==> src/hw/l1d_pkg.sv <==
`default_nettype none

package l1d_pkg;

    // Cache geometry
    localparam int unsigned ADDR_W  = 32;
    localparam int unsigned WORD_W  = 32;
    localparam int unsigned BLOCK_W = 128;
    localparam int unsigned WAYS    = 4;
    localparam int unsigned SETS    = 16;

    localparam int unsigned WAY_W   = $clog2(WAYS);
    localparam int unsigned SET_W   = $clog2(SETS);
    localparam int unsigned OFF_W   = $clog2(BLOCK_W / 8);
    localparam int unsigned TAG_W   = ADDR_W - SET_W - OFF_W;

    // Word position inside a block
    localparam int unsigned WORDS   = BLOCK_W / WORD_W;
    localparam int unsigned WIDX_W  = $clog2(WORDS);
    localparam int unsigned BOFF_W  = $clog2(WORD_W / 8);

    typedef logic [ADDR_W-1:0]  addr_t;
    typedef logic [WORD_W-1:0]  word_t;
    typedef logic [BLOCK_W-1:0] block_t;
    typedef logic [WAY_W-1:0]   way_idx_t;
    typedef logic [SET_W-1:0]   set_idx_t;
    typedef logic [TAG_W-1:0]   tag_t;
    typedef logic [WIDX_W-1:0]  word_idx_t;

    typedef struct packed {
        logic valid;
        logic dirty;
        tag_t tag;
    } tag_entry_t;

    typedef struct packed {
        logic  write;
        addr_t addr;
        word_t data;
    } cache_req_t;

    // Block transfer to or from main memory, addr is block aligned
    typedef struct packed {
        logic   write;
        addr_t  addr;
        block_t data;
    } mem_req_t;

    function automatic tag_t addr_tag(addr_t addr);
        return addr[ADDR_W-1 -: TAG_W];
    endfunction

    function automatic set_idx_t addr_set(addr_t addr);
        return addr[OFF_W +: SET_W];
    endfunction

    function automatic word_idx_t addr_word(addr_t addr);
        return addr[BOFF_W +: WIDX_W];
    endfunction

    function automatic addr_t block_addr(tag_t tag, set_idx_t set);
        return {tag, set, {OFF_W{1'b0}}};
    endfunction

endpackage

`default_nettype wire

==> src/hw/way_array.sv <==
`timescale 1ns/100ps
`default_nettype none

module way_array #(
    parameter type entry_t = logic
) (
    input  logic                              clk_i,
    input  logic                              rstn_i,

    input  l1d_pkg::set_idx_t                 rd_set_i,
    output entry_t [l1d_pkg::WAYS-1:0]        rd_entries_o,

    input  logic                              wr_en_i,
    input  l1d_pkg::set_idx_t                 wr_set_i,
    input  l1d_pkg::way_idx_t                 wr_way_i,
    input  entry_t                            wr_entry_i
);

    entry_t [l1d_pkg::WAYS-1:0] mem_r [l1d_pkg::SETS];

    // Registered read, a write in the same cycle is seen on the next read
    always_ff @(posedge clk_i) begin
        if (!rstn_i) begin
            for (int s = 0; s < l1d_pkg::SETS; s++) begin
                mem_r[s] <= '0;
            end
            rd_entries_o <= '0;
        end else begin
            if (wr_en_i) begin
                mem_r[wr_set_i][wr_way_i] <= wr_entry_i;
            end
            rd_entries_o <= mem_r[rd_set_i];
        end
    end

    wr_target_known: assert property (
        @(posedge clk_i) disable iff (!rstn_i)
        wr_en_i |-> !$isunknown({wr_set_i, wr_way_i}) && (int'(wr_way_i) < l1d_pkg::WAYS)
    );

endmodule

`default_nettype wire

==> config.mk <==
export PLATFORM = sky130hd
export DESIGN_NAME = way_array
export DESIGN_NICKNAME = d
export VERILOG_FILES = /design/src/hw/l1d_pkg.sv /design/src/hw/way_array.sv
export SDC_FILE = /design/constraint.sdc
export NUM_CORES = 1
export LEC_CHECK = 0
export ABC_AREA = 1
export BUFFER_PORTS_ARGS = -buffer_cell sky130_fd_sc_hd__buf_4
export CAP_MARGIN = 10
export CORE_ASPECT_RATIO = 1.2
export CORE_MARGIN = 4
export CORE_UTILIZATION = 28
export DETAILED_ROUTE_END_ITERATION = 6
export PLACE_DENSITY = 0.4
export SETUP_SLACK_MARGIN = 0.15
export SLEW_MARGIN = 20
export SYNTH_ARGS = -nofsm -noshare
export SYNTH_HDL_FRONTEND = slang
export SYNTH_SLANG_ARGS = --single-unit
export TNS_END_PERCENT = 1
==> constraint.sdc <==
create_clock -name clk_i -period 1.4 [get_ports clk_i]
set_input_delay 0.14 -clock clk_i [delete_from_list [all_inputs] [get_ports clk_i]]
set_output_delay 0.14 -clock clk_i [all_outputs]
set_load 0.005 [all_outputs]
# ---- After elaboration in Yosys (flattened, before gate mapping)
# Memories as Yosys holds them, arrays and structs flattened. A register that Yosys moved wholly into a read port is not among the register bits.
# Index checks and enable logic that the tools add are counted.
# Widths: inputs -> output; s select.
dict set report word_totals {
  in_bits 14
  mem_count 1
  ff_bits 0
  ramBits 64
  word_cells 15
  out_inout_bits 4
}
# memory depth width read_ports rd_ports_with_merged_regs write_ports line_no
set mem_list {}
lappend mem_list {mem_r 16 4 1 1 16 way_array.sv:19} ;# entry_t [l1d_pkg::WAYS-1:0] mem_r [l1d_pkg::SETS];
dict set report classes {
  n_mux 9
  n_reduce_logical 3
  n_lt_le_gt_ge 2
}
# cell count
set op_table {}
lappend op_table {{$mux 4} 4}
lappend op_table {{$mux 1} 4}
lappend op_table {{$reduce_or 4->1} 1}
lappend op_table {{$lt 2x3->1 const B} 1}
lappend op_table {{$demux 1 s2} 1}
lappend op_table {{$ge 2x1->1 const B} 1}
lappend op_table {{$logic_and 1x1->1} 1}
lappend op_table {{$logic_not 1->1} 1}

# ---- Logic depth before layout (Yosys ltp)
# Gate-level depths: netlist (run 1).
dict set report logic_depth {
  depth_word 7
  mapped_depth 9
  depth_no_buf 7
}

# ---- Worst setup path before layout (run 1)
# Ideal clock, no wire load.
dict set report synth_path {
  path_kind {input -> register}
  from {in rstn_i}
  to {mem mem_r[0][0] (netlist bit) (enable)}
  slack_ns 0.284
  arrival_ns 0.823
  cell_stages 5
  n_path_buf 1
  t_required_ns 1.107
  setup_ns 0.293
  path_cell_list {nand2_2 nor3_4 buf_2 nand2_1 nand2_1}
}
# element line_no
set synth_rtl {}
lappend synth_rtl {{from (decl)} way_array.sv:8} ;# input logic rstn_i,
lappend synth_rtl {{to (decl)} way_array.sv:19}

==> metrics, run 1 <==
total vias in the final route 3118; I/O Pins 18; routed wire length 10.3 mm; slowest stage cell, crit path edfxtp_1; Via density 4.50; Fin Hold WS 127 ps; worst slew pin tran 371 ps; Yosys top cell area share 0.510; met2 usage 0.236; run status finished, final reports clean; Die Y 135 um; Power per Cell Area 1100 nW/um^2; GR Overflow Total 0; worst-path cell chain inv_1 > nand2_1 > nand3_1 > nand3_1 > nand3_1 > a21oi_1; initial core utilization 0.286; count of final hold-check violations 0; RD Place Congestion 0.818; CTS Sinks 68; Ys Warns 0; Die X 114 um; crit path max fanout 1; total iterations of the first detailed-routing run 4; number of library cell types mapped by synthesis 14; post-DP HPWL 6.80 mm; largest net degree at the start of global routing 66; P&R area growth vs syn 18.5%; top post-synthesis cells by area edfxtp_1 51%, nand2_1 23%, nor2_1 8.0%; CTS buffer count 9; initial antenna violation count 0; cts-stage hold buffer count 0; critical path class reg2reg; Crit path largest cell delay 330 ps; cts repair resizes 0; Critical Path RT 1640 ps; Gate Count Post-Synth 501; clock slew at reported path FFs 50 ps; H-tree depth 3; I/O Buffers 17; most frequent CP cell nand3_1; CTS tree built; Max-cap violations 0; Worst EP arrival 1220 ps; share of cells above drive strength 1 0.105; Setup Viol. Count Final 0; Diodes inserted 0; Post-Syn Nets 515; Final nets 534; critical path startpoint category flip-flop; GR peak layer met2; Tightest Hold Check Type in2reg; post-route antenna net violation count 0; clock buffer depth 2; Yosys top cell by area edfxtp_1; Peak VDD IR 0.000402 V; CP Capture Type flip-flop; core area 13200 um^2; number of global-route vias before repair 3179; Sum Neg Setup Slack 0 ps; Period Utilization, post-route 0.699; row count 46; met1 usage 0.187; Routed wire per std cell 14.8 um; Root Driver clkbuf_16; Tmin final 979 ps; skew final 5.72 ps; max_slew headroom 0.752; All-Layer GR Usage 0.145; Worst-Skew Late Latency 330 ps; die area 15400 um^2; synthesized area per cell 7.52 um^2; drt initial violations 168; DRC viols 0; Mapped Area 3770 um^2; Leakage 2.01 nW; sequential cell area fraction in the yosys report 0.531; first-pass GRT wire length 17.0 mm; met3 usage 0.0305; flops & latches, synth 68; final core utilization 0.339; Slew Limit Fails 0; RSZ-0062 raised after global routing no; # Post-CTS Setup Buffers 0; max frequency 1020 MHz
==> registers in the layout, summed over array words and instances (netlist names) <==
register / cells
rd_entries_o: 4
mem_r: 64
==> report_power, final <==
part	total (mW)	switching [mW]	internal, mW	leakage (nW)
logic	0.533	0.348	0.185	1.25
clock network	2.01	0.822	1.19	0.125
registers	2.36	0.0330	2.33	0.641
==> layout make-up <==
type | count | area [um^2]
timing repair buffer | 36 | 370
tap | 168 | 210
clock buffer | 13 | 240
fill | 1391 | 8720
multi-input combinational | 361 | 1460
sequential | 68 | 2000
clock inverter | 3 | 13.8
inverter | 44 | 165
==> metrics by stage <==
stage | instance area, um^2 | setup slack, ps | cells | total power, mW
4_1_cts | 4460 | 389 | 693 | 4.99
3_3_place_gp | 4210 | 124 | 677 | 2.95
2_1_floorplan | 3770 | 284 | 501 | 2.72
3_5_place_dp | 4210 | 126 | 677 | 2.95
6_report | 4460 | 421 | 693 | 4.91
5_1_grt | 4460 | 314 | 693 | 5.15
==> cell usage after synthesis <==
master / instances
nand2_1: 232
nor2_1: 80
edfxtp_1: 64
inv_1: 41
nand3_1: 40
clkbuf_1: 15
buf_2: 8
a21oi_1: 4
dfxtp_1: 4
nor3_4: 4
buf_6: 3
inv_2: 3
buf_1: 2
nand2_2: 1
==> worst max-delay path, delay by kind of cell (launching register included) <==
family | cells | cell delay (ps)
compound gates | 1 | 210
buf+inv | 1 | 40
simple gates | 4 | 320
flops | 1 | 330
==> metal layers <==
| layer | wire length, um | vias to the layer above |
|---|---|---|
| met5 | 0 | - |
| met4 | 193 | 0 |
| met3 | 465 | 14 |
| met2 | 5040 | 75 |
| met1 | 4580 | 1440 |
| li1 | - | 1589 |
==> cells by family (layout without fill, tap and decap cells) <==
family | after synthesis | count (layout) | synth area share
buffers and inverters | 72 | 96 | 0.0804
flip-flops | 68 | 68 | 0.531
AND/OR/NAND/NOR | 357 | 357 | 0.383
AO/OA/AOI/OAI | 4 | 4 | 0.00531
==> final timing paths <==
| kind | startpoint | endpoint | slack [ps] | cells past startpoint |
|---|---|---|---|---|
| setup / recovery | mem_r[5][3] | rd_entries_o[3] | 420 | 6 |
| hold / removal | rd_set_i[3] | rd_entries_o[1] | 130 | 3 |
| setup reg to reg | mem_r[5][3] | rd_entries_o[3] | 420 | 6 |
| hold reg to reg | mem_r[10][1] | rd_entries_o[1] | 790 | 6 |
==> cells in the final DEF (no fill, tap or decap), drive strengths merged <==
cell type and count:
inv 44, nor3 4, nand3 40, edfxtp 64
nand2 233, dfxtp 4, buf 36, a21oi 4
clkinv 3, nor2 80, clkbuf 13
No activity file was read; power rests on OpenSTA's default activity.
==> run 2: changes to the inputs <==
- ABC_AREA: 1 -> 0
- PLACE_DENSITY: 0.4 -> 0.41
- clock period: 1.4 -> 0.9 ns (I/O delays scaled with it)
==> metrics, run 2 <==
run status finished with violations; failing checks setup timing; Die X 108 um; row count 43; top post-synthesis cells by area edfxtp_1 57%, o21ai_0 9.5%, nor2_1 7.7%; post-route antenna net violation count 0; Leakage 1.52 nW; Main synth FF type edfxtp_1; sequential cell area fraction in the yosys report 0.596; max_slew headroom 0.775; worst path bufs/invs 0; clock slew at reported path FFs 60 ps; Routed wire per std cell 16.8 um; critical path class reg2reg; HP Start rd_set_i[1]; slowest stage cell, crit path mux4_2; Largest register FFs 64; Synth async-reset ratio 0; crit path max fanout 1; count of final hold-check violations 0; CP startpoint mem_r[5][3]; Reg with most FFs mem_r; first-pass GRT wire length 14.0 mm; Post-synth EDFFs 64; worst-path cell chain mux4_2 > a32oi_1 > o211ai_1; Critical Path RT 1110 ps; die area 13800 um^2; count leader, synth nor2_1; share of cells above drive strength 1 0.360; flops & latches, synth 68; Slew Limit Fails 0; Setup Viol. Count Final 16; total iterations of the first detailed-routing run 4; skew final 4.87 ps; Yosys top cell area share 0.572; commonest cells after routing, fill and taps aside 64 x nor2_1, 64 x edfxtp_1, 55 x buf_4; RSZ-0062 raised after global routing yes; GR Overflow Total 0; # Post-CTS Setup Buffers 0; synthesized area per cell 11.1 um^2; final core utilization 0.387; worst slew pin tran 337 ps; CP top delay family multiplexers; max frequency 779 MHz; DP Area 4080 um^2; H-tree depth 3; largest net degree at the start of global routing 35; CTS Sinks 68; Crit path largest cell delay 510 ps; Ys Warns 0; Yosys top cell by area edfxtp_1; Synth top cells by count 69 x nor2_1, 64 x edfxtp_1, 64 x o21ai_0; CTS buffer count 9; RR Startpoint mem_r[5][3]; routed wire length 8.78 mm; initial core utilization 0.288; number of global-route vias before repair 2539; CP Capture Type flip-flop; Placed Cells 509; critical path startpoint category flip-flop; core area 11700 um^2; I/O Pins 18; DRC viols 0; Sum Neg Setup Slack -1400 ps; Mapped Area 3360 um^2; P&R area growth vs syn 34.5%; final instance area 4520 um^2; clock buffer depth 2; R2R Setup Slk -380 ps; final worst slack -383 ps; Peak VDD IR 0.000647 V; Total Power 7.94 mW; Tmin final 1280 ps; total vias in the final route 2531; Max-cap violations 0; All-Layer GR Usage 0.138; cts-stage hold buffer count 0; Root Driver clkbuf_16; Worst-Skew Late Latency 330 ps; Period Utilization, post-route 1.43; I/O Buffers 17; Diodes inserted 0; Tightest Hold Check Type in2reg; RD Place Congestion 0.744; number of library cell types mapped by synthesis 23; Gate Count Post-Synth 303; Post-Syn Nets 317; CTS tree built; biggest regs mem_r (64), rd_entries_o (4); Power per Cell Area 1760 nW/um^2; Die Y 128 um; Worst EP arrival 1490 ps; initial antenna violation count 0; Fin Hold WS 133 ps; fillers 1163; drt initial violations 136; Final nets 377; post-DP HPWL 6.12 mm; Via density 4.83; Finished Layout Cells 524; worst slack, placed -447 ps
-- run 2: cell types whose count changed after synthesis, moves of 10 or more --
cell	previous run	this run
inv_1	41	1
mux2i_1	0	10
mux4_2	0	10
nand2_1	232	19
nand3_1	40	13
nor2_1	80	69
o21ai_0	0	64
-- run 2: cell families (layout without fill, tap and decap cells) --
kind of cell / after synthesis / count (layout) / synth area share
and+or+nand+nor: 116 / 116 / 0.146
muxes: 21 / 21 / 0.105
DFF: 68 / 68 / 0.596
AOI/OAI and AO/OA: 74 / 74 / 0.119
buffers and inverters: 24 / 88 / 0.0350
-- run 2: worst min-delay path: cells and delay by family --
kind	cells	cell delay, ps
buffers and inverters	2	230
AO/OA/AOI/OAI	1	90
-- run 2: final timing paths --
check,end,cells past startpoint
max,rd_entries_o[3],3
min,rd_entries_o[0],3
max reg2reg,rd_entries_o[3],3
min reg2reg,rd_entries_o[3],4
-- run 2: timing repair --
action,in CTS,in global routing
setup endpoints to repair,86,121
resized for setup,53,39
pin swaps,9,9
-- run 2: final cells by class --
| class | count | area (um^2) | area share |
|---|---|---|---|
| multi-input cells | 211 | 1360 | 0.301 |
| clock inverters | 6 | 56.3 | 0.0125 |
| well taps | 157 | 196 | 0.0435 |
| flip-flops and latches | 68 | 2000 | 0.443 |
| clock buffers | 9 | 225 | 0.0498 |
| repair buffers | 72 | 674 | 0.149 |
| inverters | 1 | 3.75 | 0.000831 |
-- run 2: routing by layer --
metal  share of wire  global-route usage
met3           0.032              0.0242
met5               0                   0
met4           0.013              0.0624
met1            0.44               0.174
met2            0.52               0.230
-- run 2: power breakdown --
group | internal (mW) | leakage [nW] | switching (mW)
logic | 0.415 | 0.736 | 0.447
clock network | 2.10 | 0.138 | 1.30
registers | 3.63 | 0.641 | 0.0450
