### config.mk
export PLATFORM = sky130hd
export DESIGN_NAME = l1d_fsm
export DESIGN_NICKNAME = d
export VERILOG_FILES = /design/src/hw/l1d_pkg.sv /design/src/hw/l1d_fsm.sv
export SDC_FILE = /design/constraint.sdc
export NUM_CORES = 1
export LEC_CHECK = 0
export CORE_AREA = 2 2 470 472
export DETAILED_ROUTE_END_ITERATION = 10
export DIE_AREA = 0 0 472 474
export DONT_BUFFER_PORTS = 1
export GPL_TIMING_DRIVEN = 0
export PLACE_DENSITY = 0.3
export SYNTH_ARGS = -nofsm -noshare
export SYNTH_HDL_FRONTEND = slang
export SYNTH_SLANG_ARGS = --single-unit
### constraint.sdc
create_clock -name clk_i -period 15.52 [get_ports clk_i]
set_input_delay 3.104 -clock clk_i [delete_from_list [all_inputs] [get_ports clk_i]]
set_output_delay 3.104 -clock clk_i [all_outputs]
set_load 0.02 [all_outputs]
### src/hw/l1d_pkg.sv
`default_nettype none

package l1d_pkg;

    // Cache geometry
    localparam int unsigned ADDR_W  = 32;
    localparam int unsigned WORD_W  = 32;
    localparam int unsigned BLOCK_W = 128;
    localparam int unsigned WAYS    = 4;
    localparam int unsigned SETS    = 16;

    localparam int unsigned WAY_W   = $clog2(WAYS);
    localparam int unsigned SET_W   = $clog2(SETS);
    localparam int unsigned OFF_W   = $clog2(BLOCK_W / 8);
    localparam int unsigned TAG_W   = ADDR_W - SET_W - OFF_W;

    // Word position inside a block
    localparam int unsigned WORDS   = BLOCK_W / WORD_W;
    localparam int unsigned WIDX_W  = $clog2(WORDS);
    localparam int unsigned BOFF_W  = $clog2(WORD_W / 8);

    typedef logic [ADDR_W-1:0]  addr_t;
    typedef logic [WORD_W-1:0]  word_t;
    typedef logic [BLOCK_W-1:0] block_t;
    typedef logic [WAY_W-1:0]   way_idx_t;
    typedef logic [SET_W-1:0]   set_idx_t;
    typedef logic [TAG_W-1:0]   tag_t;
    typedef logic [WIDX_W-1:0]  word_idx_t;

    typedef struct packed {
        logic valid;
        logic dirty;
        tag_t tag;
    } tag_entry_t;

    typedef struct packed {
        logic  write;
        addr_t addr;
        word_t data;
    } cache_req_t;

    // Block transfer to or from main memory, addr is block aligned
    typedef struct packed {
        logic   write;
        addr_t  addr;
        block_t data;
    } mem_req_t;

    function automatic tag_t addr_tag(addr_t addr);
        return addr[ADDR_W-1 -: TAG_W];
    endfunction

    function automatic set_idx_t addr_set(addr_t addr);
        return addr[OFF_W +: SET_W];
    endfunction

    function automatic word_idx_t addr_word(addr_t addr);
        return addr[BOFF_W +: WIDX_W];
    endfunction

    function automatic addr_t block_addr(tag_t tag, set_idx_t set);
        return {tag, set, {OFF_W{1'b0}}};
    endfunction

endpackage

`default_nettype wire

### src/hw/l1d_fsm.sv
`timescale 1ns/100ps
`default_nettype none

module l1d_fsm (
    input  logic                                      clk_i,
    input  logic                                      rstn_i,

    input  l1d_pkg::cache_req_t                       req_i,
    input  logic                                      req_valid_i,
    output logic                                      req_ready_o,

    output l1d_pkg::word_t                            rsp_data_o,
    output logic                                      rsp_valid_o,
    input  logic                                      rsp_ready_i,

    output l1d_pkg::mem_req_t                         mem_req_o,
    output logic                                      mem_req_valid_o,
    input  logic                                      mem_req_ready_i,

    input  l1d_pkg::block_t                           mem_rsp_data_i,
    input  logic                                      mem_rsp_valid_i,
    output logic                                      mem_rsp_ready_o,

    input  l1d_pkg::tag_entry_t [l1d_pkg::WAYS-1:0]   tag_rd_i,
    input  l1d_pkg::block_t [l1d_pkg::WAYS-1:0]       blk_rd_i,

    input  logic                                      hit_i,
    input  l1d_pkg::way_idx_t                         hit_way_i,
    input  l1d_pkg::way_idx_t                         victim_way_i,
    output logic                                      evict_o,
    output l1d_pkg::tag_t                             cmp_tag_o,

    output l1d_pkg::set_idx_t                         arr_rd_set_o,
    output logic                                      tag_wr_en_o,
    output logic                                      blk_wr_en_o,
    output l1d_pkg::set_idx_t                         arr_wr_set_o,
    output l1d_pkg::way_idx_t                         arr_wr_way_o,
    output l1d_pkg::tag_entry_t                       tag_wr_o,
    output l1d_pkg::block_t                           blk_wr_o
);

    typedef enum logic [2:0] {
        IDLE,
        COMPARE,
        WRITEBACK,
        FILL_REQ,
        FILL_WAIT,
        REREAD,
        RESPOND
    } state_e;

    state_e              state_r;
    state_e              state_ns;
    l1d_pkg::cache_req_t req_r;
    l1d_pkg::way_idx_t   victim_r;
    l1d_pkg::mem_req_t   mem_req_r;
    l1d_pkg::mem_req_t   mem_req_ns;
    l1d_pkg::mem_req_t   fill_req;
    l1d_pkg::word_t      rsp_data_r;
    l1d_pkg::tag_entry_t victim_entry;

    logic accept;
    logic rd_hit;
    logic wr_hit;
    logic fill_done;

    function automatic l1d_pkg::word_t get_word(l1d_pkg::block_t blk, l1d_pkg::word_idx_t idx);
        return blk[idx * l1d_pkg::WORD_W +: l1d_pkg::WORD_W];
    endfunction

    function automatic l1d_pkg::block_t put_word(l1d_pkg::block_t blk,
                                                 l1d_pkg::word_idx_t idx,
                                                 l1d_pkg::word_t word);
        l1d_pkg::block_t res;
        res = blk;
        res[idx * l1d_pkg::WORD_W +: l1d_pkg::WORD_W] = word;
        return res;
    endfunction

    assign accept          = (state_r == IDLE) && req_valid_i;
    assign req_ready_o     = (state_r == IDLE);
    assign rsp_valid_o     = (state_r == RESPOND);
    assign rsp_data_o      = rsp_data_r;
    assign mem_req_valid_o = (state_r == WRITEBACK) || (state_r == FILL_REQ);
    assign mem_req_o       = mem_req_r;
    assign mem_rsp_ready_o = (state_r == FILL_WAIT);

    assign victim_entry = tag_rd_i[victim_way_i];
    assign rd_hit       = (state_r == COMPARE) && hit_i && !req_r.write;
    assign wr_hit       = (state_r == COMPARE) && hit_i && req_r.write;
    assign fill_done    = (state_r == FILL_WAIT) && mem_rsp_valid_i;
    // Only a valid victim counts as an eviction
    assign evict_o      = (state_r == COMPARE) && !hit_i && victim_entry.valid;
    assign cmp_tag_o    = l1d_pkg::addr_tag(req_r.addr);

    assign fill_req = '{
        write: 1'b0,
        addr:  l1d_pkg::block_addr(l1d_pkg::addr_tag(req_r.addr), l1d_pkg::addr_set(req_r.addr)),
        data:  '0
    };

    // Array port control
    assign arr_rd_set_o = accept ? l1d_pkg::addr_set(req_i.addr) : l1d_pkg::addr_set(req_r.addr);
    assign arr_wr_set_o = l1d_pkg::addr_set(req_r.addr);
    assign arr_wr_way_o = (state_r == FILL_WAIT) ? victim_r : hit_way_i;
    // Tag rewrite on a write hit only when the dirty bit changes
    assign tag_wr_en_o  = fill_done || (wr_hit && !tag_rd_i[hit_way_i].dirty);
    assign blk_wr_en_o  = fill_done || wr_hit;
    assign tag_wr_o     = '{
        valid: 1'b1,
        dirty: (state_r == COMPARE),
        tag:   l1d_pkg::addr_tag(req_r.addr)
    };
    assign blk_wr_o     = fill_done ? mem_rsp_data_i
                        : put_word(blk_rd_i[hit_way_i], l1d_pkg::addr_word(req_r.addr), req_r.data);

    always_comb begin
        state_ns   = state_r;
        mem_req_ns = mem_req_r;
        unique case (state_r)
            IDLE: begin
                if (req_valid_i) begin
                    state_ns = COMPARE;
                end
            end
            COMPARE: begin
                if (hit_i) begin
                    state_ns = req_r.write ? IDLE : RESPOND;
                end else if (victim_entry.valid && victim_entry.dirty) begin
                    mem_req_ns = '{
                        write: 1'b1,
                        addr:  l1d_pkg::block_addr(victim_entry.tag,
                                                   l1d_pkg::addr_set(req_r.addr)),
                        data:  blk_rd_i[victim_way_i]
                    };
                    state_ns   = WRITEBACK;
                end else begin
                    mem_req_ns = fill_req;
                    state_ns   = FILL_REQ;
                end
            end
            WRITEBACK: begin
                if (mem_req_ready_i) begin
                    mem_req_ns = fill_req;
                    state_ns   = FILL_REQ;
                end
            end
            FILL_REQ: begin
                if (mem_req_ready_i) begin
                    state_ns = FILL_WAIT;
                end
            end
            FILL_WAIT: begin
                if (mem_rsp_valid_i) begin
                    state_ns = REREAD;
                end
            end
            // Fill lands in the arrays at this edge, read the set again
            REREAD: begin
                state_ns = COMPARE;
            end
            RESPOND: begin
                if (rsp_ready_i) begin
                    state_ns = IDLE;
                end
            end
            default: begin
                state_ns = IDLE;
            end
        endcase
    end

    always_ff @(posedge clk_i) begin
        if (!rstn_i) begin
            state_r <= IDLE;
            req_r   <= '0;
        end else begin
            state_r <= state_ns;
            if (accept) begin
                req_r <= req_i;
            end
        end
    end

    always_ff @(posedge clk_i) begin
        mem_req_r <= mem_req_ns;
        if ((state_r == COMPARE) && !hit_i) begin
            victim_r <= victim_way_i;
        end
        if (rd_hit) begin
            rsp_data_r <= get_word(blk_rd_i[hit_way_i], l1d_pkg::addr_word(req_r.addr));
        end
    end

    mem_req_stable: assert property (
        @(posedge clk_i) disable iff (!rstn_i)
        mem_req_valid_o && !mem_req_ready_i |=> mem_req_valid_o && $stable(mem_req_o)
    );

endmodule

`default_nettype wire

* Word level (Yosys, flattened, before mapping)
Index checks and enable logic that the tools add are counted.
** Storage, ports and cells
- Bits in registers :: 263
- Bits of input ports :: 820
- Logic and storage cells :: 71
** Cells by class
- Add/subtract/negate cells :: 1
- $lt $le $gt $ge :: 2
- Eq/ne operators :: 12
- Shift-type cells :: 3
- Muxes and demuxes :: 25
- Reductions and logical operators :: 19
** Operator list (number)
- binary-select mux 128 bit (select 2 bit) :: 2
- 2-to-1 mux 161 bit :: 3
- 2-to-1 mux 128 bit :: 3
- one-hot mux 161 bit (2 select lines) :: 1
- bitwise mux 128 bit :: 1
- variable shift 32 x 34 -> 128 bit, first input constant :: 1
- variable part select 128 x 8 -> 32 bit :: 1
- variable part select 32 x 34 -> 128 bit :: 1
- binary-select mux 26 bit (select 2 bit) :: 2
- negator 7 -> 34 bit :: 1
- 2-to-1 mux 26 bit :: 1
- 2-to-1 mux 25 bit :: 1
- 2-to-1 mux 3 bit :: 7
- one-hot mux 3 bit (7 select lines) :: 1
- inequality test 2 bit, second input constant :: 5
- equality test 3 bit, second input constant :: 3
- logical AND 1 bit :: 9
- equality test 3 x 2 -> 1 bit, second input constant :: 2
- < comparator 2 x 3 -> 1 bit, second input constant :: 2
- AND reduction 5 bit :: 1
- 2-to-1 mux 4 bit :: 1
- equality test 3 x 1 -> 1 bit, second input constant :: 1
- zero test 1 bit :: 3
- zero test 3 bit :: 1
- 6 further kinds :: 8

* Longest topological paths before layout
- Word-level depth :: 6
- Depth in mapped cells :: 9
- Gate-level depth less buffers :: 6

* Worst setup path after synthesis
No wires, ideal clock.
- Path type :: input -> register
- Start point :: input port hit_i
- End point :: register mem_req_r (netlist bit mem_req_o[0]), enable pin
- Library setup time :: 0.677 ns
- Data arrival time :: 9.790 ns
- Required time :: 14.843 ns
- Slack :: 5.052 ns
- Stages on the path :: 3
- Path buffers :: 0
- Path through :: nor2_1 > a21oi_1 > nor2_1
** On the way
- Cells in the longest elaborated chain, start to end :: 2
** Ends and longest elaborated chain
- from (decl) :: line l1d_fsm.sv:27 : input logic hit_i,
- inequality test 2 bit (no line)
- AND reduction 3 bit (no line)
- to (signal assigned) :: line l1d_fsm.sv:186 : mem_req_r <= mem_req_ns;
- to (decl) :: line l1d_fsm.sv:56 : l1d_pkg::mem_req_t mem_req_r;
Every way passes these cells.
A chain may end at the register's enable or synchronous reset.

* Final worst setup path
- Start point :: input port hit_way_i[1]
- End point :: output port blk_wr_o[48]
** On the way
- Cells in the longest elaborated chain, start to end :: 4
** Ends and longest elaborated chain
- from (decl) :: line l1d_fsm.sv:28 : input l1d_pkg::way_idx_t hit_way_i,
- binary-select mux 128 bit (select 2 bit) :: line l1d_fsm.sv:115 : : put_word(blk_rd_i[hit_way_i], l1d_pkg::addr_word(req_r.addr), req_r.data);
- 2-to-1 mux 128 bit (not written as such) :: line l1d_fsm.sv:115
- bitwise mux 128 bit :: line l1d_fsm.sv:76 : res[idx * l1d_pkg::WORD_W +: l1d_pkg::WORD_W] = word;
- 2-to-1 mux 128 bit :: line l1d_fsm.sv:114 : assign blk_wr_o = fill_done ? mem_rsp_data_i
- to (decl) :: line l1d_fsm.sv:39 : output l1d_pkg::block_t blk_wr_o
Every way passes these cells. The select of a mux whose other input is x is not followed.

==> metrics.cfg <==
[sta]
finClkSkew_ps=31.33
finalHoldViolCount=0
rsz0062_at_grt=no
fin_ws_ps=6033
finalSetupViolCount=0
whs_ps=472.0
worst_slew_pin_slew_ps=1467
fmax_mhz=105.4
slew_violations=0
min_period_over_period_pct=61.13
finalCriticalPeriod_ps=9487
slew_headroom_pct=2.211

[synthesis]
seq_area_frac_synth_pct=35.55
yosysTopAreaCell=mux4_2
syn_avg_cell_area_um2=11.96
synth_area_mm2=0.01985
synth_area_leaders=mux4_2, edfxtp_1, dfxtp_1
synth_cell_types=42
synth_top_area_share_pct=31.99
ys_warn_count=0
synthCells=1660
ys_ff_latch=257

[route]
wl_um=238500
drt_iter0_drc=1826
avgRoutedWirePerCell_um=50.70
drc=0
vias=18450
via_per_inst=3.921
first_pass_iters=5
ant_nets=0

[run]
max_cap_violations=0

[global_route]
grt_antenna_before_repair=150
grt_pass1_vias=17650
gr-total-overflow=0
grt_pass1_wl_um=277600
grt_usage_pct=20.49
grt_max_degree=26

[place]
hpwl_um=209100
portBuffers=0
dp_slack_ps=5882
postPlaceCellArea_mm2=0.02372
routabilityCongestion=0.9230

[clock_network]
hold_buffers=0
cts.path.max_buffers=3
clock_latency_ps=660
postCtsSetupBuffers=0
cts_buffers=43
post_cts_resized=0
cts_tree=built
clock_sinks=257
clkTransAtPathRegs_ps=50
htreeDepth=2
clockRootBuffer=clkbuf_16

[power]
power_switching_uw=2061
p_seq_share_pct=34.8
clkPwrFrac_pct=26.1
switching_share_pct=50.74
power_leakage_uw=0.007778
irDropWorstVdd_v=0.00008902
power_density_mw_per_mm2=160.3
p_comb_share_pct=39.1
intPower_uw=2000

[critical_path]
reg2regPathDepth=7
critPathCapture=blk_wr_o[48]
rr_startpoint=state_r[0]
crit_required_ps=12420
path_class=in2out
worstPathArrival_ps=6380
regToRegSetupSlack_ps=12420
critPathMaxFanout=10
r2r-end=mem_req_o[111]
crit_path_end_kind=output port
startpoint_type=input port
cp-startpoint=hit_way_i[1]

[final_layout]
areaGrowthSynthToFinish_pct=27.65
postLayoutCellArea_mm2=0.02534
multi_input_comb_area_mm2=0.01155
final_common_cell=mux4_2
n_fill_cell=24960
ff_latch_area_mm2=0.007057
drive_gt1_share_pct=30.36
mostFrequentLayoutCells=mux4_2, nor2_1, edfxtp_1, nand2_1, nor2b_1
nets=2549

[hold_path]
min_from=arr_wr_set_o[3]
min_path_type=reg2reg

[floorplan]
rows=172
io-pin-count=1208
start_util_pct=9.079
core_area_mm2=0.2187
die_x_um=472
die_y_um=474
dieArea_mm2=0.2237

[run_status]
outcome=finished, final reports clean

## metrics by stage
step	total power [uW]	std cells	utilization [%]	setup TNS, ps
floorplan	2110	1663	-	0
global placement	3139	4534	10.73	-281560
detailed placement	3084	4550	10.85	0
CTS	4191	4630	11.50	0
global route	4217	4658	11.54	0
finish	4061	4705	11.59	0
## cells in the mapped netlist (all sizes together)
cell,instances
mux2,31
nor4,1
inv,11
nor4bb,1
nand2,154
and2,7
dfxtp,66
nand4bb,1
nand3,1
and4,2
a21o,1
conb,2
a22oi,64
and3b,1
ha,5
buf,136
a221oi,129
clkbuf,91
and4b,2
o21a,1
nand4b,2
nor3,3
nor2,268
edfxtp,191
nor2b,130
nor3b,2
a21oi,4
o2111ai,2
nand4,1
mux4,282
o21ai,5
nand2b,3
a21boi,60
## critical path: stages
cell      delay, ps
buf_2           220
buf_1          1090
mux4_2          550
a221oi_1       1070
nor2_1          320
## registers in the layout (all words and copies together), names as in the netlist
name	count
arr_wr_set_o	4
rsp_data_o	32
victim_r	2
mem_req_o	157
cmp_tag_o	24
req_r	35
state_r	3
## cell families (layout without fill, tap and decap cells)
family	count (synthesis)	after routing	synth area share, %
other	2	80	0.03783
and+or+nand+nor	579	579	13.11
adders and majority gates	5	5	0.3151
muxes	313	313	33.75
AOI/OAI and AO/OA	266	266	10.80
DFF	257	257	35.55
buffers and inverters	238	334	6.435
## how the worst min path moves through the flow
stage / to / slack (ps) / cells past startpoint
after floorplan: mem_req_o[132] / 430 / 0
after global placement: mem_req_o[135] / 440 / 0
after detailed placement: mem_req_o[135] / 460 / 0
after CTS: mem_req_o[135] / 470 / 0
after global routing: mem_req_o[135] / 470 / 0
final: mem_req_o[135] / 470 / 0
## metal layers
layer | up-vias | routed length (um) | track usage (%)
met2 | 1607 | 113800 | 34.74
li1 | 6726 | - | -
met5 | - | 612 | 0
met3 | 393 | 28520 | 9.952
met1 | 9627 | 84260 | 21.70
met4 | 94 | 11320 | 8.242
## power groups by stage
stage                     Clock [uW]  Sequential [uW]  Combinational (uW)
after floorplan                    0             1270                 838
after global placement             0             1530                1610
after detailed placement           0             1430                1650
after CTS                       1110             1430                1650
after global routing            1120             1430                1670
final                           1060             1410                1590
## cell type report
cell class,count,area share (%)
timing repair buffer,16,0.9332
clock buffer,56,4.602
sequential,257,27.85
inverter,11,0.1629
tap,2871,14.18
multi-input combinational,1168,45.57
buffer,227,4.928
clock inverter,24,1.042
antenna,75,0.7406
No activity file was read; power rests on OpenSTA's default activity.
