===== src/hw/l1d_pkg.sv =====
`default_nettype none

package l1d_pkg;

    // Cache geometry
    localparam int unsigned ADDR_W  = 32;
    localparam int unsigned WORD_W  = 32;
    localparam int unsigned BLOCK_W = 128;
    localparam int unsigned WAYS    = 4;
    localparam int unsigned SETS    = 16;

    localparam int unsigned WAY_W   = $clog2(WAYS);
    localparam int unsigned SET_W   = $clog2(SETS);
    localparam int unsigned OFF_W   = $clog2(BLOCK_W / 8);
    localparam int unsigned TAG_W   = ADDR_W - SET_W - OFF_W;

    // Word position inside a block
    localparam int unsigned WORDS   = BLOCK_W / WORD_W;
    localparam int unsigned WIDX_W  = $clog2(WORDS);
    localparam int unsigned BOFF_W  = $clog2(WORD_W / 8);

    typedef logic [ADDR_W-1:0]  addr_t;
    typedef logic [WORD_W-1:0]  word_t;
    typedef logic [BLOCK_W-1:0] block_t;
    typedef logic [WAY_W-1:0]   way_idx_t;
    typedef logic [SET_W-1:0]   set_idx_t;
    typedef logic [TAG_W-1:0]   tag_t;
    typedef logic [WIDX_W-1:0]  word_idx_t;

    typedef struct packed {
        logic valid;
        logic dirty;
        tag_t tag;
    } tag_entry_t;

    typedef struct packed {
        logic  write;
        addr_t addr;
        word_t data;
    } cache_req_t;

    // Block transfer to or from main memory, addr is block aligned
    typedef struct packed {
        logic   write;
        addr_t  addr;
        block_t data;
    } mem_req_t;

    function automatic tag_t addr_tag(addr_t addr);
        return addr[ADDR_W-1 -: TAG_W];
    endfunction

    function automatic set_idx_t addr_set(addr_t addr);
        return addr[OFF_W +: SET_W];
    endfunction

    function automatic word_idx_t addr_word(addr_t addr);
        return addr[BOFF_W +: WIDX_W];
    endfunction

    function automatic addr_t block_addr(tag_t tag, set_idx_t set);
        return {tag, set, {OFF_W{1'b0}}};
    endfunction

endpackage

`default_nettype wire


===== src/hw/way_select.sv =====
`timescale 1ns/100ps
`default_nettype none

module way_select (
    input  logic                                      clk_i,
    input  logic                                      rstn_i,

    input  l1d_pkg::tag_entry_t [l1d_pkg::WAYS-1:0]   entries_i,
    input  l1d_pkg::tag_t                             tag_i,
    input  logic                                      evict_i,

    output logic                                      hit_o,
    output l1d_pkg::way_idx_t                         hit_way_o,
    output l1d_pkg::way_idx_t                         victim_way_o
);

    logic [l1d_pkg::WAYS-1:0] match;
    logic                     has_free;
    l1d_pkg::way_idx_t        free_way;
    l1d_pkg::way_idx_t        rr_r;

    always_comb begin
        for (int w = 0; w < l1d_pkg::WAYS; w++) begin
            match[w] = entries_i[w].valid && (entries_i[w].tag == tag_i);
        end
    end

    // Walk downwards so the lowest matching or invalid way wins
    always_comb begin
        hit_way_o = '0;
        free_way  = '0;
        has_free  = 1'b0;
        for (int w = l1d_pkg::WAYS - 1; w >= 0; w--) begin
            if (match[w]) begin
                hit_way_o = l1d_pkg::way_idx_t'(w);
            end
            if (!entries_i[w].valid) begin
                free_way = l1d_pkg::way_idx_t'(w);
                has_free = 1'b1;
            end
        end
    end

    assign hit_o        = |match;
    assign victim_way_o = has_free ? free_way : rr_r;

    // Round-robin eviction counter
    always_ff @(posedge clk_i) begin
        if (!rstn_i) begin
            rr_r <= '0;
        end else if (evict_i) begin
            if (rr_r == l1d_pkg::way_idx_t'(l1d_pkg::WAYS - 1)) begin
                rr_r <= '0;
            end else begin
                rr_r <= rr_r + 1'b1;
            end
        end
    end

    // A set never holds the same tag twice
    single_match: assert property (
        @(posedge clk_i) disable iff (!rstn_i)
        $onehot0(match)
    );

endmodule

`default_nettype wire


===== config.mk =====
export PLATFORM = sky130hd
export DESIGN_NAME = way_select
export DESIGN_NICKNAME = d
export VERILOG_FILES = /design/src/hw/l1d_pkg.sv /design/src/hw/way_select.sv
export SDC_FILE = /design/constraint.sdc
export NUM_CORES = 1
export LEC_CHECK = 0
export BUFFER_PORTS_ARGS = -buffer_cell sky130_fd_sc_hd__buf_4
export CAP_MARGIN = 20
export CORE_ASPECT_RATIO = 0.6
export CORE_MARGIN = 4
export CORE_UTILIZATION = 38
export DETAILED_ROUTE_END_ITERATION = 12
export HOLD_SLACK_MARGIN = 0.05
export PLACE_DENSITY_LB_ADDON = 0.12
export RECOVER_POWER = 50
export SYNTH_ARGS = -nofsm -noshare
export SYNTH_HDL_FRONTEND = slang
export SYNTH_SLANG_ARGS = --single-unit

===== constraint.sdc =====
create_clock -name clk_i -period 5.2 [get_ports clk_i]
set_clock_uncertainty 0.1 [all_clocks]
set_input_delay 1.3 -clock clk_i [delete_from_list [all_inputs] [get_ports clk_i]]
set_output_delay 1.3 -clock clk_i [all_outputs]
set_load 0.01 [all_outputs]

==> Yosys cells after proc, flatten, opt, wreduce, memory -nomap -nowiden <==
Index checks and enable logic that the tools add are counted.
{ "classes": {"add_sub_neg": 1, "n_eq_ne": 5, "muxes": 14, "reduce_logical": 5} }
{ "ops": {"columns": ["op", "n"], "rows": [
  ["equality test 24 bit", 4],
  ["2-to-1 mux 2 bit", 10],
  ["logical AND 1 bit", 4],
  ["2-to-1 mux 1 bit", 4],
  ["OR reduction 4 bit", 1],
  ["adder 2 x 1 -> 2 bit (second input constant)", 1],
  ["equality test 2 bit (second input constant)", 1]
]} }
{ "word_totals": {"regBits": 2, "in_bits": 131, "out_inout_bits": 5, "elab_cells": 26} }

==> Depth between registers and ports, before layout <==
Gate-level depths: netlist of run 1.
{ "logic_depth": {"ltp_word": 6, "depth_mapped": 5, "ltp_nobuf": 5} }

==> Least setup slack after synthesis of run 1 <==
OpenSTA, ideal clock, no wires.
{ "synth_timing": {"kind": "input-to-output", "startpoint": "in tag_i[7]", "endpoint": "out hit_o", "arrival_time_ps": 2249, "required_ps": 3800, "setup_slack_ps": 1551, "cell_stages": 4, "n_path_buf": 0, "cell_sequence": "xor2_1 > nor4_1 > and4_1 > or4_1"} }
{ "synth_via": {"elab_chain_cells": 3} }
{ "synth_lines": {"columns": ["element", "line", "rtl"], "rows": [
  ["start: declaration", "way_select.sv:9", "input l1d_pkg::tag_t tag_i,"],
  ["equality test 24 bit", "way_select.sv:24", "match[w] = entries_i[w].valid && (entries_i[w].tag == tag_i);"],
  ["logical AND 1 bit", "way_select.sv:24", null],
  ["OR reduction 4 bit (*)", "way_select.sv:44", "assign hit_o = |match;"],
  ["end: declaration", "way_select.sv:12", "output logic hit_o,"]
]} }
Every way passes the cells marked *; elsewhere a longest branch is shown, timed or not.

==> Worst setup path after layout of run 1 <==
{ "layout_timing": {"startpoint": "in tag_i[13]", "endpoint": "out hit_way_o[0]"} }
{ "layout_via": {"elab_chain_cells": 6} }
{ "layout_lines": {"columns": ["element", "line", "rtl"], "rows": [
  ["equality test 24 bit", "way_select.sv:24", null],
  ["logical AND 1 bit", "way_select.sv:24", null],
  ["2-to-1 mux 2 bit (3 in a row)", "way_select.sv:34", "if (match[w]) begin"],
  ["2-to-1 mux 2 bit (*)", "way_select.sv:34", null],
  ["end: declaration", "way_select.sv:13", "output l1d_pkg::way_idx_t hit_way_o,"]
]} }
Marks and branches as above.

==> results of run 1 <==
power by group:
group | switching, mW | internal (mW)
sequential | 0.00128 | 0.0167
combinational | 0.0675 | 0.107
clock | 0.0170 | 0.0494
routing by layer:
layer,vias to the layer above,GRT usage [%],routed length (um)
li1,806,-,-
met3,6,7.61,592
met1,697,28.9,2110
met4,0,3.65,29
met5,-,0,0
met2,81,40.7,2320
through the flow:
step | area, sq um | instances
2_1_floorplan | 1230 | 153
3_5_place_dp | 2260 | 326
6_report | 2300 | 329
3_3_place_gp | 2260 | 326
4_1_cts | 2300 | 329
5_1_grt | 2300 | 329
worst max-delay path, cell delays in order:
cell and delay (ns):
sky130_fd_sc_hd__buf_4 0.14, sky130_fd_sc_hd__xnor2_1 0.17, sky130_fd_sc_hd__nand4_1 0.18, sky130_fd_sc_hd__nor4_1 0.48, sky130_fd_sc_hd__nand4_1 0.20, sky130_fd_sc_hd__a21oi_1 0.20
sky130_fd_sc_hd__buf_4 0.15
worst min path at each step:
stage,start,endpoint,slack [ns],cells after the start
after floorplan,rr_r[1]$_SDFFE_PN0P_,rr_r[1]$_SDFFE_PN0P_,0.41,2
after global placement,rr_r[1]$_SDFFE_PN0P_,rr_r[1]$_SDFFE_PN0P_,0.45,2
after detailed placement,rr_r[1]$_SDFFE_PN0P_,rr_r[1]$_SDFFE_PN0P_,0.46,2
after CTS,rr_r[1]$_SDFFE_PN0P_,rr_r[1]$_SDFFE_PN0P_,0.47,2
after global routing,rr_r[1]$_SDFFE_PN0P_,rr_r[1]$_SDFFE_PN0P_,0.53,2
final,rr_r[1]$_SDFFE_PN0P_,rr_r[1]$_SDFFE_PN0P_,0.47,2
cell usage in the layout (no fill, tap or decap), types with 2 or more instances in the layout:
cell                       netlist  final
sky130_fd_sc_hd__buf_4           0    129
sky130_fd_sc_hd__xor2_1         46     46
sky130_fd_sc_hd__nand4_1        14     14
sky130_fd_sc_hd__nand2_1         3      3
sky130_fd_sc_hd__clkbuf_1        0      2
sky130_fd_sc_hd__nor2b_1         2      2
sky130_fd_sc_hd__nor2_1          2      2
sky130_fd_sc_hd__xnor2_1        50     50
sky130_fd_sc_hd__inv_1           2      2
sky130_fd_sc_hd__and4_1          2      2
sky130_fd_sc_hd__nor4_1         12     12
sky130_fd_sc_hd__nor3_1          4      4
sky130_fd_sc_hd__clkbuf_8        0      3
sky130_fd_sc_hd__dfxtp_1         2      2
sky130_fd_sc_hd__nand3_1         2      2
final cells by class:
| cell class | instances | area [sq um] | share of cell area, % |
|---|---|---|---|
| Clock buffer | 3 | 41.3 | 1.80 |
| Sequential cell | 2 | 40.0 | 1.74 |
| Tap cell | 42 | 52.6 | 2.29 |
| Multi-Input combinational cell | 149 | 1180 | 51.3 |
| Timing Repair Buffer | 131 | 976 | 42.5 |
| Inverter | 2 | 7.51 | 0.327 |
logic make-up after synthesis:
logic type | after synthesis | synth area share, %
xor+xnor | 96 | 68.6
fa+ha+maj | 1 | 1.02
buf+inv | 2 | 0.612
simple gates | 44 | 21.4
compound gates | 7 | 4.29
mux | 1 | 0.816
flops | 2 | 3.27
==> out/qor.txt, run 1 <==
clock-pin slew on the worst setup and hold paths = 0.03 ns
worst hold-check path type = reg -> reg
Regs by FF count = rr_r (2)
Unique masters post-synth = 24
wire length per cell after detailed routing = 15.4 um
htree depth = 1
power per standard cell area = 113 nW/um^2
count of flip-flops with a built-in enable after synthesis = 0
antenna diode count = 0
Residual DRC = 0
CP Capture Type = primary output
endpoint arrival time on the critical path = 2.82 ns
worst setup path start = tag_i[13]
placement-stage worst setup slack = 1.08 ns
result of the run = completed
endpoint of the most critical register-to-register path = rr_r[1]$_SDFFE_PN0P_
share of final-layout standard cells stronger than drive strength 1 = 46.0%
class of the most critical setup path = in -> out
total detailed-routing wirelength = 5.06 mm
Async S/R FF share, synth = 0%
overall fraction of global-route tracks in use = 23.5%
width of the chip = 81.3 um
minimum period implied by the final worst setup slack = 4.22 ns
final-layout fill cell count = 235
initial core utilization = 41.1%
CTS Root Buffer Type = sky130_fd_sc_hd__clkbuf_8
pin slew with the least headroom to its limit = 0.560 ns
insertion delay to the later sink of the worst-skew pair = 0.22 ns
min setup slack post-route = 0.984 ns
register containing the most flip-flops in the final layout = rr_r
number of detailed-routing iterations run before antenna repair = 4
clock tree from TritonCTS = yes
number of global-route vias before repair = 1664
Post-CTS Repair Setup Buffers = 0
total standard cell area after synthesis = 1230 sq um
synthesized net count = 285
total via count in the routed design = 1590
sequential element share of the synthesized area = 3.27%
quantity of hold-fixing buffers added after cts = 0
number of flip-flops under the largest register name = 2
static leakage = 1.06 nW
number of violations reported at the end of detailed-routing iteration 0 = 28
setup repair after global routing missed its margin = false
slack of the worst reg-to-reg path = 4.16 ns
hold slack final = 0.471 ns
standard-cell row count = 15
max-slew headroom at the worst pin = 62.3%
Synth warnings = 0
Syn Area/Cell = 8.01 sq um
maximum number of pins on one net before global-route repair = 5
grt ovf = 0
TNS Setup = 0 ns
post-synth top area share = 35.7%
most numerous cell in the Yosys netlist = sky130_fd_sc_hd__xnor2_1
count of nets after finishing = 421
Setup-failing EPs final = 0
Final Hold Viols = 0
largest driver fanout on the critical path = 4
capturing instance or port of the critical path = hit_way_o[0]
required time at the worst-slack endpoint = 3.80 ns
number of antenna violations at the first check in global routing = 0
number of clock sinks = 2
dominant cells by area after synthesis = sky130_fd_sc_hd__xnor2_1, sky130_fd_sc_hd__xor2_1, sky130_fd_sc_hd__nand4_1
count of nets left with antenna violations after detail routing = 0
Resize count post-CTS = 0
max-slew violation count = 0
Synth Register Bits = 2
Die Area = 4230 sq um
area growth from synthesis to final layout = 87.2%
average vias per placed instance = 4.83
maximum count of clock buffers along a single path = 2
number of instances in the synthesized netlist = 153
total power = 0.259 mW
biggest area consumer among synthesized cells = sky130_fd_sc_hd__xnor2_1
max-capacitance violation count = 0
critical path startpoint category = input pin
final core utilization = 76.9%
top flip-flop cell by instance count after synthesis = sky130_fd_sc_hd__dfxtp_1
routability congestion estimate from global placement = 0.813
fmax = 237 MHz
Num CTS Buffers = 3
Detailed Place HPWL = 4.60 mm
most common library cells after synthesis = sky130_fd_sc_hd__xnor2_1, sky130_fd_sc_hd__xor2_1, sky130_fd_sc_hd__nand4_1, sky130_fd_sc_hd__nor4_1, sky130_fd_sc_hd__nor3_1
worst-case reg-to-reg path depth = 3
height of the chip = 52 um
count of pins on the block boundary = 136
worst flop-to-flop path startpoint = rr_r[0]$_SDFFE_PN0P_
number of buffers added on ports = 131
core area = 2980 sq um
global-route wire length before repair = 7.49 mm
VDD IR-drop max = 0.0814 mV
fin crit share = 81.1%
No activity file was read; power rests on OpenSTA's default activity.
==> inputs of run 2 (changes only) <==
--- a/config.mk
+++ b/config.mk
@@ -9,7 +9,7 @@
 export CAP_MARGIN = 20
 export CORE_ASPECT_RATIO = 0.6
 export CORE_MARGIN = 4
-export CORE_UTILIZATION = 38
+export CORE_UTILIZATION = 35
 export DETAILED_ROUTE_END_ITERATION = 12
 export HOLD_SLACK_MARGIN = 0.05
 export PLACE_DENSITY_LB_ADDON = 0.12
==> constraint.sdc (replaced) <==
create_clock -name clk_i -period 4.1 [get_ports clk_i]
set_clock_uncertainty 0.1 [all_clocks]
set_input_delay 1.025 -clock clk_i [delete_from_list [all_inputs] [get_ports clk_i]]
set_output_delay 1.025 -clock clk_i [all_outputs]
set_load 0.01 [all_outputs]
==> out/qor.txt, run 2 (synthesized netlist as in run 1, its figures left out) <==
insertion delay to the later sink of the worst-skew pair = 0.21 ns (about the same)
Post-CTS Repair Setup Buffers = 0 (unchanged)
TNS Setup = 0 ns (unchanged)
maximum number of pins on one net before global-route repair = 5 (unchanged)
count of pins on the block boundary = 136 (unchanged)
clock-pin slew on the worst setup and hold paths = 0.03 ns (about the same)
Detailed Place HPWL = 4.55 mm (-1.1%)
htree depth = 1 (unchanged)
Final Hold Viols = 0 (unchanged)
endpoint arrival time on the critical path = 2.43 ns (-0.39 ns)
sequential group share of total power = 7.1% (+0.2 points)
Comb power frac = 68.7% (+1.3 points)
number of violations reported at the end of detailed-routing iteration 0 = 60 (+110%)
slowest cell delay on critical path = 0.39 ns (-0.09 ns)
minimum period implied by the final worst setup slack = 3.55 ns
most used routing layer = met2
maximum count of clock buffers along a single path = 2 (unchanged)
core area = 3300 sq um (+11%)
highest-count cells in the layout ignoring fill and taps = sky130_fd_sc_hd__buf_4, sky130_fd_sc_hd__xnor2_1, sky130_fd_sc_hd__xor2_1, sky130_fd_sc_hd__nand4_1, sky130_fd_sc_hd__nor4_1
clock tree from TritonCTS = yes
total power = 0.322 mW (+24%)
fmax = 282 MHz
Net Sw Power = 0.103 mW (+20%)
met2 usage in global routing = 33.2% (-7.4 points)
global-route wire length before repair = 7.38 mm (-1.4%)
standard-cell row count = 16 (+1)
largest driver fanout on the critical path = 4 (unchanged)
quantity of hold-fixing buffers added after cts = 0 (unchanged)
Clock Power Share = 24.2% (-1.4 points)
VDD IR-drop max = 0.127 mV (+56%)
worst hold-check path type = reg -> reg
total via count in the routed design = 1589 (-0.063%)
class of the most critical setup path = in -> out
critical path startpoint category = input pin
cell with the largest stage delay on the worst path = sky130_fd_sc_hd__nor4_1
register containing the most flip-flops in the final layout = rr_r
met1 capacity usage during global routing = 29.3% (+0.41 points)
power per standard cell area = 140 nW/um^2 (+24%)
width of the chip = 84.4 um (+3.8%)
height of the chip = 53.8 um (+3.5%)
number of detailed-routing iterations run before antenna repair = 4 (unchanged)
Regs by FF count = rr_r (2)
pin slew with the least headroom to its limit = 0.569 ns (+0.00931 ns)
area growth from synthesis to final layout = 87.6%
fin crit share = 86.6%
grt ovf = 0 (unchanged)
routability congestion estimate from global placement = 0.830 (+2.1%)
Num CTS Buffers = 3 (unchanged)
CP Capture Type = primary output
dominant delay contributor by cell family on the critical path = simple AND/OR/NAND/NOR gates
met3 routing resource usage after global routing = 5.35% (-2.3 points)
share of final-layout standard cells stronger than drive strength 1 = 46.0% (unchanged)
Resize count post-CTS = 0 (unchanged)
final-layout fill cell count = 303 (+29%)
result of the run = completed
Die Area = 4550 sq um (+7.5%)
max-slew headroom at the worst pin = 61.7% (-0.63 points)
count of nets left with antenna violations after detail routing = 0 (unchanged)
setup repair after global routing missed its margin = false
total detailed-routing wirelength = 4.99 mm (-1.3%)
wire length per cell after detailed routing = 15.0 um (-2.2%)
commonest non-fill, non-tap cell in the layout = sky130_fd_sc_hd__buf_4
combined buffer and inverter count along the critical path = 2 (unchanged)
number of flip-flops under the largest register name = 2 (unchanged)
number of clock sinks = 2 (unchanged)
switching share of power = 31.9% (-1.2 points)
Setup-failing EPs final = 0 (unchanged)
initial core utilization = 37.1% (-4.0 points)
max-slew violation count = 0 (unchanged)
CTS Root Buffer Type = sky130_fd_sc_hd__clkbuf_8
static leakage = 1.06 nW (unchanged)
cell with the most instances on the worst path = sky130_fd_sc_hd__buf_4
overall fraction of global-route tracks in use = 21.1% (-2.4 points)
max-capacitance violation count = 0 (unchanged)
antenna diode count = 0 (unchanged)
sequence of cells on the critical path = buf_4, xnor2_1, nand4_1, nor4_1, and4_1, or4_1, buf_4
internal power of the cells = 0.219 mW (+26%)
count of nets after finishing = 421 (unchanged)
number of antenna violations at the first check in global routing = 0 (unchanged)
min setup slack post-route = 0.549 ns (-0.435 ns)
number of buffers added on ports = 131 (unchanged)
Residual DRC = 0 (unchanged)
number of global-route vias before repair = 1560 (-6.3%)
average vias per placed instance = 4.79 (-0.97%)
placement-stage worst setup slack = 0.572 ns (-0.508 ns)
required time at the worst-slack endpoint = 2.97 ns (-0.83 ns)
run 2: cell counts in the layout (fill, tap and decap cells not counted):
No cell type changed its count.
run 2: per-layer routing:
metal / part of all wire (%) / vias up
li1: - / 803
met2: 44 / 87
met4: 0.42 / 0
met5: 0 / -
met3: 12 / 3
met1: 44 / 696
run 2: power by group through the flow:
stage	registers (mW)	clock network [mW]	logic (mW)
after floorplan	0.0223	0	0.0865
after CTS	0.0228	0.0784	0.223
after global routing	0.0230	0.0812	0.241
after global placement	0.0227	0	0.219
final	0.0228	0.0780	0.221
after detailed placement	0.0229	0	0.222
run 2: layout make-up:
class	instances	area (sq um)	share of cell area, %
sequential	2	40.0	1.74
timing repair buffer	131	976	42.4
multi-input combinational	149	1180	51.3
inverter	2	7.51	0.326
tap	45	56.3	2.45
clock buffer	3	41.3	1.80
run 2: final timing paths:
path | to | slack, ns | depth (start not counted) | from
max reg2reg | rr_r[1]$_SDFFE_PN0P_ | 3.07 | 3 | rr_r[0]$_SDFFE_PN0P_
min reg2reg | rr_r[1]$_SDFFE_PN0P_ | 0.47 | 2 | rr_r[1]$_SDFFE_PN0P_
min | rr_r[1]$_SDFFE_PN0P_ | 0.47 | 2 | rr_r[1]$_SDFFE_PN0P_
max | hit_o | 0.55 | 7 | tag_i[15]
run 2: worst min-delay path, delay by kind of cell, from the launching register on:
kind / cells / cell delay [ns]
simple gates: 1 / 0.07
flops: 1 / 0.32
mux: 1 / 0.13
run 2: metrics by stage:
stage                     instances  hold WS [ns]  utilization [%]  cell area, sq um
final                           332         0.473             69.6              2300
after global routing            332         0.538             69.6              2300
after CTS                       332         0.477             69.8              2310
after detailed placement        329         0.477             68.6              2270
after global placement          329         0.452             68.6              2270
after floorplan                 153         0.410                -              1230
